[config.mk]
export PLATFORM = sky130hd
export DESIGN_NAME = tinyCpu
export DESIGN_NICKNAME = d
export VERILOG_FILES = /design/src/common/cpuPkg.sv /design/src/hw/control/stateSequencer.sv /design/src/hw/control/controlDecoder.sv /design/src/hw/datapath/busDatapath.sv /design/src/hw/datapath/aluFlags.sv /design/src/hw/wordMemory.sv /design/src/hw/tinyCpu.sv
export SDC_FILE = /design/constraint.sdc
export NUM_CORES = 2
export LEC_CHECK = 0
export BUFFER_PORTS_ARGS = -buffer_cell sky130_fd_sc_hd__buf_2
export CORE_MARGIN = 1.5
export CORE_UTILIZATION = 35
export DETAILED_ROUTE_END_ITERATION = 6
export GPL_TIMING_DRIVEN = 1
export HOLD_SLACK_MARGIN = 0.06
export SLEW_MARGIN = 20
export SYNTH_ARGS = -nofsm -noshare
export SYNTH_HDL_FRONTEND = slang
export SYNTH_MEMORY_MAX_BITS = 65536
export SYNTH_SLANG_ARGS = --single-unit
export TNS_END_PERCENT = 5
[constraint.sdc]
create_clock -name clk -period 10.6 [get_ports clk]
set_input_delay 0.53 -clock clk [delete_from_list [all_inputs] [get_ports clk]]
set_output_delay 0.53 -clock clk [all_outputs]
set_load 0.02 [all_outputs]
[src/common/cpuPkg.sv]
`default_nettype none

package cpuPkg;

    localparam int dataW = 16;
    localparam int addrW = 8;
    localparam int memWords = 2 ** addrW;
    localparam int gprCount = 8;
    localparam int regSelW = $clog2(gprCount);
    localparam int shiftW = $clog2(dataW);
    localparam int stateCount = 33;
    localparam int stateW = $clog2(stateCount);

    typedef logic [dataW-1:0] word_t;
    typedef logic [addrW-1:0] addr_t;
    typedef logic [regSelW-1:0] regSel_t;
    typedef logic [stateW-1:0] step_t;

    // field positions in the instruction word
    localparam int opcodeLsb = 12;
    localparam int rdLsb = 8;
    localparam int rsLsb = 4;
    localparam int immW = 8;

    typedef enum logic [3:0] {
        opNop, opMov, opLdr, opStr, opCmp, opB, opBgt, opBlt,
        opBeq, opAdd, opSub, opLsr, opAnd, opOr, opMvn, opHlt
    } opcode_t;

    // micro-step indices, routine starts only
    localparam step_t fetch1 = 0;
    localparam step_t fetch2 = 1;
    localparam step_t fetch3 = 2;
    localparam step_t nop1 = 3;
    localparam step_t mov1 = 4;
    // ldr and str take three steps each
    localparam step_t ldr1 = 5;
    localparam step_t str1 = 8;
    localparam step_t cmp1 = 11;
    localparam step_t b1 = 12;
    localparam step_t bgt1 = 13;
    localparam step_t blt1 = 14;
    localparam step_t beq1 = 15;
    // two steps per ALU op
    localparam step_t add1 = 16;
    localparam step_t sub1 = 18;
    localparam step_t lsr1 = 20;
    localparam step_t and1 = 22;
    localparam step_t or1 = 24;
    localparam step_t mvn1 = 26;
    localparam step_t hlt1 = 28;

    typedef enum logic [3:0] {
        busPc, busDr, busAr, busAc, busMem, busTr, busRop1, busRop2, busGpr1
    } busSel_t;

    typedef enum logic [2:0] {
        aluAdd, aluSub, aluLsr, aluAnd, aluOr, aluMvn
    } aluSel_t;

    typedef struct packed {
        logic    rselLoad;
        logic    rop1Load;
        logic    rop2Load;
        logic    trLoad;
        logic    arLoad;
        logic    pcLoad;
        logic    drLoad;
        logic    acLoad;
        logic    irLoad;
        logic    gprLoad;
        logic    memLoad;
        logic    pcInc;
        logic    cntLd;
        logic    cntInc;
        logic    cntClr;
        aluSel_t aluSel;
        busSel_t busSel;
        logic    halt;
    } ctrl_t;

    typedef struct packed {
        logic n;
        logic z;
        logic c;
        logic v;
    } flags_t;

endpackage

`default_nettype wire

[src/hw/control/stateSequencer.sv]
`timescale 1ns/1ps
`default_nettype none

module stateSequencer (
    input  logic                          clk,
    input  logic                          arstN,
    input  logic                          run,
    input  cpuPkg::ctrl_t                 ctrl,
    input  cpuPkg::opcode_t               opcode,
    output logic [cpuPkg::stateCount-1:0] state,
    output logic                          halted
);

    cpuPkg::step_t count;
    cpuPkg::step_t routineStart;

    // first step of each instruction's routine
    always_comb begin
        case (opcode)
            cpuPkg::opNop: routineStart = cpuPkg::nop1;
            cpuPkg::opMov: routineStart = cpuPkg::mov1;
            cpuPkg::opLdr: routineStart = cpuPkg::ldr1;
            cpuPkg::opStr: routineStart = cpuPkg::str1;
            cpuPkg::opCmp: routineStart = cpuPkg::cmp1;
            cpuPkg::opB:   routineStart = cpuPkg::b1;
            cpuPkg::opBgt: routineStart = cpuPkg::bgt1;
            cpuPkg::opBlt: routineStart = cpuPkg::blt1;
            cpuPkg::opBeq: routineStart = cpuPkg::beq1;
            cpuPkg::opAdd: routineStart = cpuPkg::add1;
            cpuPkg::opSub: routineStart = cpuPkg::sub1;
            cpuPkg::opLsr: routineStart = cpuPkg::lsr1;
            cpuPkg::opAnd: routineStart = cpuPkg::and1;
            cpuPkg::opOr:  routineStart = cpuPkg::or1;
            cpuPkg::opMvn: routineStart = cpuPkg::mvn1;
            cpuPkg::opHlt: routineStart = cpuPkg::hlt1;
        endcase
    end

    always_ff @(posedge clk or negedge arstN) begin
        if (!arstN) begin
            count  <= cpuPkg::fetch1;
            halted <= 1'b0;
        end else if (run && !halted) begin
            // hlt freezes the counter for good
            if (ctrl.halt)
                halted <= 1'b1;
            else if (ctrl.cntClr)
                count <= cpuPkg::fetch1;
            else if (ctrl.cntLd)
                count <= routineStart;
            else if (ctrl.cntInc)
                count <= count + 1'b1;
        end
    end

    // no step is active until run goes high
    always_comb begin
        state = '0;
        if (run)
            state[count] = 1'b1;
    end

    assert property (@(posedge clk) disable iff (!arstN) run |-> $onehot(state));

endmodule

`default_nettype wire

[src/hw/control/controlDecoder.sv]
`timescale 1ns/1ps
`default_nettype none

module controlDecoder (
    input  logic [cpuPkg::stateCount-1:0] state,
    input  cpuPkg::flags_t                flags,
    output cpuPkg::ctrl_t                 ctrl
);

    always_comb begin
        ctrl = '0;
        case (1'b1)
            state[cpuPkg::fetch1]: begin
                ctrl.busSel = cpuPkg::busPc;
                ctrl.arLoad = 1'b1;
                ctrl.cntInc = 1'b1;
            end
            state[cpuPkg::fetch2]: begin
                ctrl.busSel = cpuPkg::busMem;
                ctrl.drLoad = 1'b1;
                ctrl.pcInc  = 1'b1;
                ctrl.cntInc = 1'b1;
            end
            // operand fields are taken off the bus while IR loads
            state[cpuPkg::fetch3]: begin
                ctrl.busSel   = cpuPkg::busDr;
                ctrl.irLoad   = 1'b1;
                ctrl.rselLoad = 1'b1;
                ctrl.rop1Load = 1'b1;
                ctrl.rop2Load = 1'b1;
                ctrl.cntLd    = 1'b1;
            end
            state[cpuPkg::nop1]: ctrl.cntClr = 1'b1;
            state[cpuPkg::mov1]: begin
                ctrl.busSel  = cpuPkg::busRop2;
                ctrl.gprLoad = 1'b1;
                ctrl.cntClr  = 1'b1;
            end
            // address from the immediate
            state[cpuPkg::ldr1], state[cpuPkg::str1]: begin
                ctrl.busSel = cpuPkg::busRop2;
                ctrl.arLoad = 1'b1;
                ctrl.cntInc = 1'b1;
            end
            state[cpuPkg::ldr1 + 1]: begin
                ctrl.busSel = cpuPkg::busMem;
                ctrl.trLoad = 1'b1;
                ctrl.cntInc = 1'b1;
            end
            state[cpuPkg::ldr1 + 2]: begin
                ctrl.busSel  = cpuPkg::busTr;
                ctrl.gprLoad = 1'b1;
                ctrl.cntClr  = 1'b1;
            end
            state[cpuPkg::str1 + 1]: begin
                ctrl.busSel = cpuPkg::busGpr1;
                ctrl.drLoad = 1'b1;
                ctrl.cntInc = 1'b1;
            end
            state[cpuPkg::str1 + 2]: begin
                ctrl.memLoad = 1'b1;
                ctrl.cntClr  = 1'b1;
            end
            // result goes to AC only, flags are what matter
            state[cpuPkg::cmp1]: begin
                ctrl.aluSel = cpuPkg::aluSub;
                ctrl.acLoad = 1'b1;
                ctrl.cntClr = 1'b1;
            end
            state[cpuPkg::b1], state[cpuPkg::bgt1], state[cpuPkg::blt1],
            state[cpuPkg::beq1]: begin
                ctrl.busSel = cpuPkg::busRop2;
                ctrl.pcLoad = state[cpuPkg::b1]
                    || (state[cpuPkg::bgt1] && !flags.z && (flags.n == flags.v))
                    || (state[cpuPkg::blt1] && (flags.n != flags.v))
                    || (state[cpuPkg::beq1] && flags.z);
                ctrl.cntClr = 1'b1;
            end
            // first ALU step computes into AC
            state[cpuPkg::add1], state[cpuPkg::sub1], state[cpuPkg::lsr1],
            state[cpuPkg::and1], state[cpuPkg::or1], state[cpuPkg::mvn1]: begin
                ctrl.acLoad = 1'b1;
                ctrl.cntInc = 1'b1;
                if (state[cpuPkg::sub1])
                    ctrl.aluSel = cpuPkg::aluSub;
                else if (state[cpuPkg::lsr1])
                    ctrl.aluSel = cpuPkg::aluLsr;
                else if (state[cpuPkg::and1])
                    ctrl.aluSel = cpuPkg::aluAnd;
                else if (state[cpuPkg::or1])
                    ctrl.aluSel = cpuPkg::aluOr;
                else if (state[cpuPkg::mvn1])
                    ctrl.aluSel = cpuPkg::aluMvn;
                else
                    ctrl.aluSel = cpuPkg::aluAdd;
            end
            // then AC back to rd
            state[cpuPkg::add1 + 1], state[cpuPkg::sub1 + 1], state[cpuPkg::lsr1 + 1],
            state[cpuPkg::and1 + 1], state[cpuPkg::or1 + 1], state[cpuPkg::mvn1 + 1]: begin
                ctrl.busSel  = cpuPkg::busAc;
                ctrl.gprLoad = 1'b1;
                ctrl.cntClr  = 1'b1;
            end
            state[cpuPkg::hlt1]: ctrl.halt = 1'b1;
            default: ctrl = '0;
        endcase
    end

endmodule

`default_nettype wire

[src/hw/datapath/busDatapath.sv]
`timescale 1ns/1ps
`default_nettype none

module busDatapath (
    input  logic            clk,
    input  logic            arstN,
    input  cpuPkg::ctrl_t   ctrl,
    input  cpuPkg::word_t   aluResult,
    input  cpuPkg::word_t   memRdata,
    output cpuPkg::opcode_t opcode,
    output cpuPkg::word_t   gpr1,
    output cpuPkg::word_t   rop1,
    output cpuPkg::addr_t   memAddr,
    output cpuPkg::word_t   memWdata,
    input  cpuPkg::regSel_t peekSel,
    output cpuPkg::word_t   peekData
);

    cpuPkg::addr_t pc;
    cpuPkg::addr_t ar;
    cpuPkg::word_t dr;
    cpuPkg::word_t tr;
    cpuPkg::word_t ac;
    cpuPkg::word_t ir;
    cpuPkg::word_t irNext;
    cpuPkg::word_t bus;
    cpuPkg::regSel_t rsel;
    logic [cpuPkg::immW-1:0] rop2;
    cpuPkg::word_t gpr [cpuPkg::gprCount];

    always_comb begin
        case (ctrl.busSel)
            cpuPkg::busPc:   bus = cpuPkg::word_t'(pc);
            cpuPkg::busDr:   bus = dr;
            cpuPkg::busAr:   bus = cpuPkg::word_t'(ar);
            cpuPkg::busAc:   bus = ac;
            cpuPkg::busMem:  bus = memRdata;
            cpuPkg::busTr:   bus = tr;
            cpuPkg::busRop1: bus = rop1;
            cpuPkg::busRop2: bus = cpuPkg::word_t'(rop2);
            cpuPkg::busGpr1: bus = gpr1;
            default:         bus = '0;
        endcase
    end

    always_ff @(posedge clk or negedge arstN) begin
        if (!arstN) begin
            pc   <= '0;
            ar   <= '0;
            dr   <= '0;
            tr   <= '0;
            ac   <= '0;
            ir   <= '0;
            rsel <= '0;
            rop1 <= '0;
            rop2 <= '0;
            for (int i = 0; i < cpuPkg::gprCount; i++)
                gpr[i] <= '0;
        end else begin
            if (ctrl.pcLoad)
                pc <= bus[cpuPkg::addrW-1:0];
            else if (ctrl.pcInc)
                pc <= pc + 1'b1;
            if (ctrl.arLoad)
                ar <= bus[cpuPkg::addrW-1:0];
            if (ctrl.drLoad)
                dr <= bus;
            if (ctrl.trLoad)
                tr <= bus;
            if (ctrl.acLoad)
                ac <= aluResult;
            if (ctrl.irLoad)
                ir <= bus;
            if (ctrl.rselLoad)
                rsel <= bus[cpuPkg::rdLsb +: cpuPkg::regSelW];
            // rs is read out of the register file, not the bus
            if (ctrl.rop1Load)
                rop1 <= gpr[bus[cpuPkg::rsLsb +: cpuPkg::regSelW]];
            if (ctrl.rop2Load)
                rop2 <= bus[cpuPkg::immW-1:0];
            if (ctrl.gprLoad)
                gpr[rsel] <= bus;
        end
    end

    // sequencer needs the opcode in the same step IR loads
    assign irNext = ctrl.irLoad ? bus : ir;
    assign opcode = cpuPkg::opcode_t'(irNext[cpuPkg::opcodeLsb +: $bits(cpuPkg::opcode_t)]);
    assign gpr1 = gpr[rsel];
    assign memAddr = ar;
    assign memWdata = dr;
    assign peekData = gpr[peekSel];

    assert property (@(posedge clk) disable iff (!arstN)
        (ctrl.pcLoad || ctrl.arLoad || ctrl.drLoad || ctrl.trLoad || ctrl.irLoad
            || ctrl.gprLoad) |-> (ctrl.busSel <= cpuPkg::busGpr1));

endmodule

`default_nettype wire

[src/hw/datapath/aluFlags.sv]
`timescale 1ns/1ps
`default_nettype none

module aluFlags (
    input  logic           clk,
    input  logic           arstN,
    input  cpuPkg::ctrl_t  ctrl,
    input  cpuPkg::word_t  a,
    input  cpuPkg::word_t  b,
    output cpuPkg::word_t  result,
    output cpuPkg::flags_t flags
);

    logic carry;
    logic overflow;

    always_comb begin
        carry    = 1'b0;
        overflow = 1'b0;
        case (ctrl.aluSel)
            cpuPkg::aluAdd: begin
                {carry, result} = {1'b0, a} + {1'b0, b};
                overflow = (a[cpuPkg::dataW-1] == b[cpuPkg::dataW-1])
                    && (result[cpuPkg::dataW-1] != a[cpuPkg::dataW-1]);
            end
            // carry out here means no borrow
            cpuPkg::aluSub: begin
                {carry, result} = {1'b0, a} + {1'b0, ~b} + 1'b1;
                overflow = (a[cpuPkg::dataW-1] != b[cpuPkg::dataW-1])
                    && (result[cpuPkg::dataW-1] != a[cpuPkg::dataW-1]);
            end
            cpuPkg::aluLsr: result = a >> b[cpuPkg::shiftW-1:0];
            cpuPkg::aluAnd: result = a & b;
            cpuPkg::aluOr:  result = a | b;
            cpuPkg::aluMvn: result = ~b;
            default:        result = '0;
        endcase
    end

    always_ff @(posedge clk or negedge arstN) begin
        if (!arstN) begin
            flags <= '0;
        end else if (ctrl.acLoad) begin
            flags.n <= result[cpuPkg::dataW-1];
            flags.z <= (result == '0);
            flags.c <= carry;
            flags.v <= overflow;
        end
    end

endmodule

`default_nettype wire

[src/hw/wordMemory.sv]
`timescale 1ns/1ps
`default_nettype none

module wordMemory (
    input  logic          clk,
    input  logic          memLoad,
    input  cpuPkg::addr_t addr,
    input  cpuPkg::word_t wdata,
    output cpuPkg::word_t rdata,
    input  logic          progWe,
    input  cpuPkg::addr_t progAddr,
    input  cpuPkg::word_t progData
);

    cpuPkg::word_t mem [cpuPkg::memWords];

    // program load port wins, though both never fire together
    always_ff @(posedge clk) begin
        if (progWe)
            mem[progAddr] <= progData;
        else if (memLoad)
            mem[addr] <= wdata;
    end

    assign rdata = mem[addr];

    assert property (@(posedge clk) !(progWe && memLoad));

endmodule

`default_nettype wire

[src/hw/tinyCpu.sv]
`timescale 1ns/1ps
`default_nettype none

module tinyCpu (
    input  logic            clk,
    input  logic            arstN,
    input  logic            run,
    input  logic            progWe,
    input  cpuPkg::addr_t   progAddr,
    input  cpuPkg::word_t   progData,
    input  cpuPkg::regSel_t peekSel,
    output cpuPkg::word_t   peekData,
    output logic            halted
);

    logic [cpuPkg::stateCount-1:0] state;
    cpuPkg::ctrl_t   ctrl;
    cpuPkg::flags_t  flags;
    cpuPkg::opcode_t opcode;
    cpuPkg::word_t   gpr1;
    cpuPkg::word_t   rop1;
    cpuPkg::word_t   aluResult;
    cpuPkg::word_t   memRdata;
    cpuPkg::word_t   memWdata;
    cpuPkg::addr_t   memAddr;

    // control path
    stateSequencer i_stateSequencer (
        .clk    (clk),
        .arstN  (arstN),
        .run    (run),
        .ctrl   (ctrl),
        .opcode (opcode),
        .state  (state),
        .halted (halted)
    );

    controlDecoder i_controlDecoder (
        .state (state),
        .flags (flags),
        .ctrl  (ctrl)
    );

    // datapath
    busDatapath i_busDatapath (
        .clk       (clk),
        .arstN     (arstN),
        .ctrl      (ctrl),
        .aluResult (aluResult),
        .memRdata  (memRdata),
        .opcode    (opcode),
        .gpr1      (gpr1),
        .rop1      (rop1),
        .memAddr   (memAddr),
        .memWdata  (memWdata),
        .peekSel   (peekSel),
        .peekData  (peekData)
    );

    aluFlags i_aluFlags (
        .clk    (clk),
        .arstN  (arstN),
        .ctrl   (ctrl),
        .a      (gpr1),
        .b      (rop1),
        .result (aluResult),
        .flags  (flags)
    );

    wordMemory i_wordMemory (
        .clk      (clk),
        .memLoad  (ctrl.memLoad),
        .addr     (memAddr),
        .wdata    (memWdata),
        .rdata    (memRdata),
        .progWe   (progWe),
        .progAddr (progAddr),
        .progData (progData)
    );

endmodule

`default_nettype wire

==> qor.csv <==
stage,metric,value,unit
clocking,cts_buffers,424,
critical_path,critical_path_class,reg -> reg,
floorplanning,ioPinCount,48,
drt,drt_pass1_iterations,7,
global_routing,grt_overflow_total,0,
sta,min_period,6770,ps
power,power_switching,16300,uW
synthesis,synth.area.top_cells,"edfxtp_1, mux4_2, dfrtp_1",
sta,min_period_over_period,63.9,%
clocking,htreeDepth,5,
critical_path,cp.required,11490,ps
placed_design,gp_congestion,0.877,
synthesis,yosys-top-cells-count,"edfxtp_1, mux4_2, nor2_1, clkbuf_1, nand2_1",
final_layout,area_growth,13.9,%
global_routing,grt_usage,19.0,%
power,ir_worst_vdd,0.000295,V
synthesis,synth_most_common_cell,edfxtp_1,
final_layout,layout-drive-gt1-share,31.3,%
critical_path,path_cells,buf_12 -> buf_4 -> mux4_2 -> and2_1 -> o21ai_0 -> a21oi_1 -> o41ai_1 -> and4_2 -> buf_4 -> o211ai_1 -> a21oi_1 -> nor4_1 -> o21ai_0,
floorplanning,fp.dieArea,499000,sq um
floorplanning,start_util,35.1,%
synthesis,synthArstFlopShare,5.34,%
critical_path,worst-r2r-setup-slack,3830,ps
synthesis,syn_nets,8147,
sta,tightest_slew,1210,ps
critical_path,crit_path_max_fanout,97,
critical_path,path_buf_inv,3,
floorplanning,fp.dieW,706,um
clocking,cts_sinks,4327,
synthesis,synth_area,173000,sq um
run_status,outcome,"complete, but fails checks",
synthesis,synthSimpleGateAreaFrac,2.06,%
clocking,cts_root_buf,clkbuf_16,
floorplanning,core_area,493000,sq um
placed_design,dp_hpwl,287000,um
synthesis,yosys-mux-area-fraction,19.0,%
critical_path,cpPeakStageDelay,910,ps
run_status,violations,design-rule violations,
clocking,path_clk_slew,70,ps
critical_path,cp_top_family,compound AO/OA/AOI/OAI gates,
run,max_cap_violations,0,
sta,rsz0062_at_grt,no,
clocking,cts_max_path_buffers,4,
synthesis,synth-edff-count,4096,
critical_path,worstPathArrival,7660,ps
power,sw_frac_of_total,32.5,%
clocking,cts_setup_buffers,0,
synthesis,yosys_warnings,0,
synthesis,synth-xor-area-share,0.0607,%
floorplanning,rows,258,
critical_path,crit_path_end_kind,flop,
synthesis,yosysTopAreaCellShare,71.1,%
clocking,cts_tree,done,
synthesis,netlist_instances,8062,
clocking,insertion_delay,1010,ps
synthesis,synth_top_area_cell,edfxtp_1,
drt,vias_per_cell,5.73,
critical_path,startpoint_type,flop,
power,combPwrFrac,31.6,%
sta,fmax,148,MHz
power,pwr-share-seq,38.7,%
critical_path,cpMaxStageDelayCell,o41ai_1,
sta,setup_viol,0,
drt,drt-initial-drc-count,12403,
global_routing,antenna_found_initial,38,
synthesis,synth-seq-cells,4327,
sta,clock_skew,64.8,ps
sta,hold_viol_final,0,
sta,finalSetupTns,0,ps
synthesis,synth_top_family_by_area,multiplexers,
synthesis,synth_compound_area_share,2.60,%
global_routing,grt_pass1_wl,683000,um
drt,vias,87914,
drt,drcViolationCount,1,
power,power.leakage,0.0619,uW
final_layout,postLayoutCoreUtil,40.0,%
sta,slew_headroom,18.8,%
power,p_clk_share,29.7,%
power,p_per_area,254,nW/um^2
drt,routedWlPerCell,31.7,um
synthesis,synthAdderAreaFrac,0.399,%
power,intPower,33800,uW
min_path,hp-class,in -> async,
drt,routed_wl,487000,um
floorplanning,die_h,706,um
placed_design,io_buffers,47,
global_routing,grt_max_degree,257,
global_routing,grt_pass1_vias,87917,
synthesis,ys_types,79,
synthesis,synth_ff_type,edfxtp_1,
drt,final_antenna_net_count,0,
synthesis,ys_seq_area_share,74.4,%
final_layout,fin_nets,8564,
synthesis,avgSynthCellArea,21.5,sq um
sta,slew_viol_final,0,
[stage by stage]
stage	hold WS (ps)	instance area, sq um	worst slack, ps	instances	power [uW]
global placement	396	183000	3580	14544	35300
detailed placement	399	183000	4010	14548	35500
global route	135	197000	3720	15336	51500
CTS	77.6	197000	3940	15329	50300
finish	135	197000	3830	15353	50100
floorplan	234	173000	4420	8062	29600
[registers in the layout, indices dropped and copies added (netlist names)]
signal and count:
i_busDatapath.rsel 2, i_busDatapath.pc 8, i_stateSequencer.halted 1, i_busDatapath.memWdata 16, i_busDatapath.ac 15, i_aluFlags.flags 3
i_stateSequencer.count 6, i_busDatapath.tr 16, i_busDatapath.memAddr 8, i_wordMemory.mem 4096, i_busDatapath.ir 12, i_busDatapath.gpr 128
i_busDatapath.rop1 16
[timing repair]
action / in CTS / in global routing
endpoints found under the setup margin: 0 / 0
endpoints found under the hold margin: 52 / 0
hold buffers: 1 / 0
resized for setup: 0 / 0
[per-layer routing]
layer	global-route usage, %	routed length, um	up-vias	share of wire [%]
met4	6.13	17900	14	3.7
met5	0	91	-	0.019
met2	30.7	231000	4468	48
met3	3.47	42500	777	8.7
met1	26.3	195000	47799	40
li1	-	-	34856	-
[layout make-up]
class                           count  area [sq um]
Antenna cell                       20          50.0
Clock buffer                      522         11100
Clock inverter                    258          2500
Fill cell                       42841        296000
Inverter                           71           279
Multi-Input combinational cell   3171         42400
Sequential cell                  4327        129000
Tap cell                         6500          8130
Timing Repair Buffer              484          3840
[placed cells by master (no fill, tap or decap), types with 17 or more instances in the layout]
master	count
mux2_2	181
a221oi_1	25
bufinv_16	39
buf_2	47
nor3_1	36
inv_1	65
nand3_1	25
clkbuf_16	428
clkinv_1	103
a22oi_1	46
mux4_2	1331
a21oi_1	159
a211oi_1	19
clkbuf_1	91
a221o_1	17
buf_12	18
mux2i_1	85
edfxtp_1	4096
ha_1	52
clkinv_2	79
o21ai_0	172
buf_4	407
dfrtp_1	222
diode_2	20
o211ai_1	79
o22ai_1	28
nor4_1	22
nor2_2	89
nand2_1	245
nand2b_1	18
nor2_1	251
[logic make-up after synthesis]
family | count (synthesis)
fa+ha+maj | 54
buf+inv | 564
simple gates | 821
mux | 1597
compound gates | 687
xor+xnor | 12
flops | 4327
[power groups by stage]
stage	sequential [uW]	combinational [uW]	clock [uW]
3_3_place_gp	19700	15600	0
5_1_grt	19400	16400	15700
4_1_cts	19400	15800	15100
6_report	19400	15900	14900
2_1_floorplan	19500	10100	0
3_5_place_dp	19700	15800	0
[path summary, 6_finish.rpt]
| check | from | to | cells after the start |
|---|---|---|---|
| max in group asynchronous | arstN | i_busDatapath.rsel[1]$_DFFE_PN0P_ | 3 |
| min reg2reg | i_stateSequencer.count[5]$_DFFE_PN0P_ | i_stateSequencer.count[5]$_DFFE_PN0P_ | 0 |
| max | i_busDatapath.memAddr[1]$_DFFE_PN0P_ | i_busDatapath.rop1[8]$_DFFE_PN0P_ | 13 |
| max reg2reg | i_busDatapath.memAddr[1]$_DFFE_PN0P_ | i_busDatapath.rop1[8]$_DFFE_PN0P_ | 13 |
| min in group clk | progAddr[2] | i_wordMemory.mem[211][6]$_DFFE_PP_ | 5 |
| min | arstN | i_stateSequencer.count[0]$_DFFE_PN0P_ | 2 |
No activity file was read; power rests on OpenSTA's default activity.
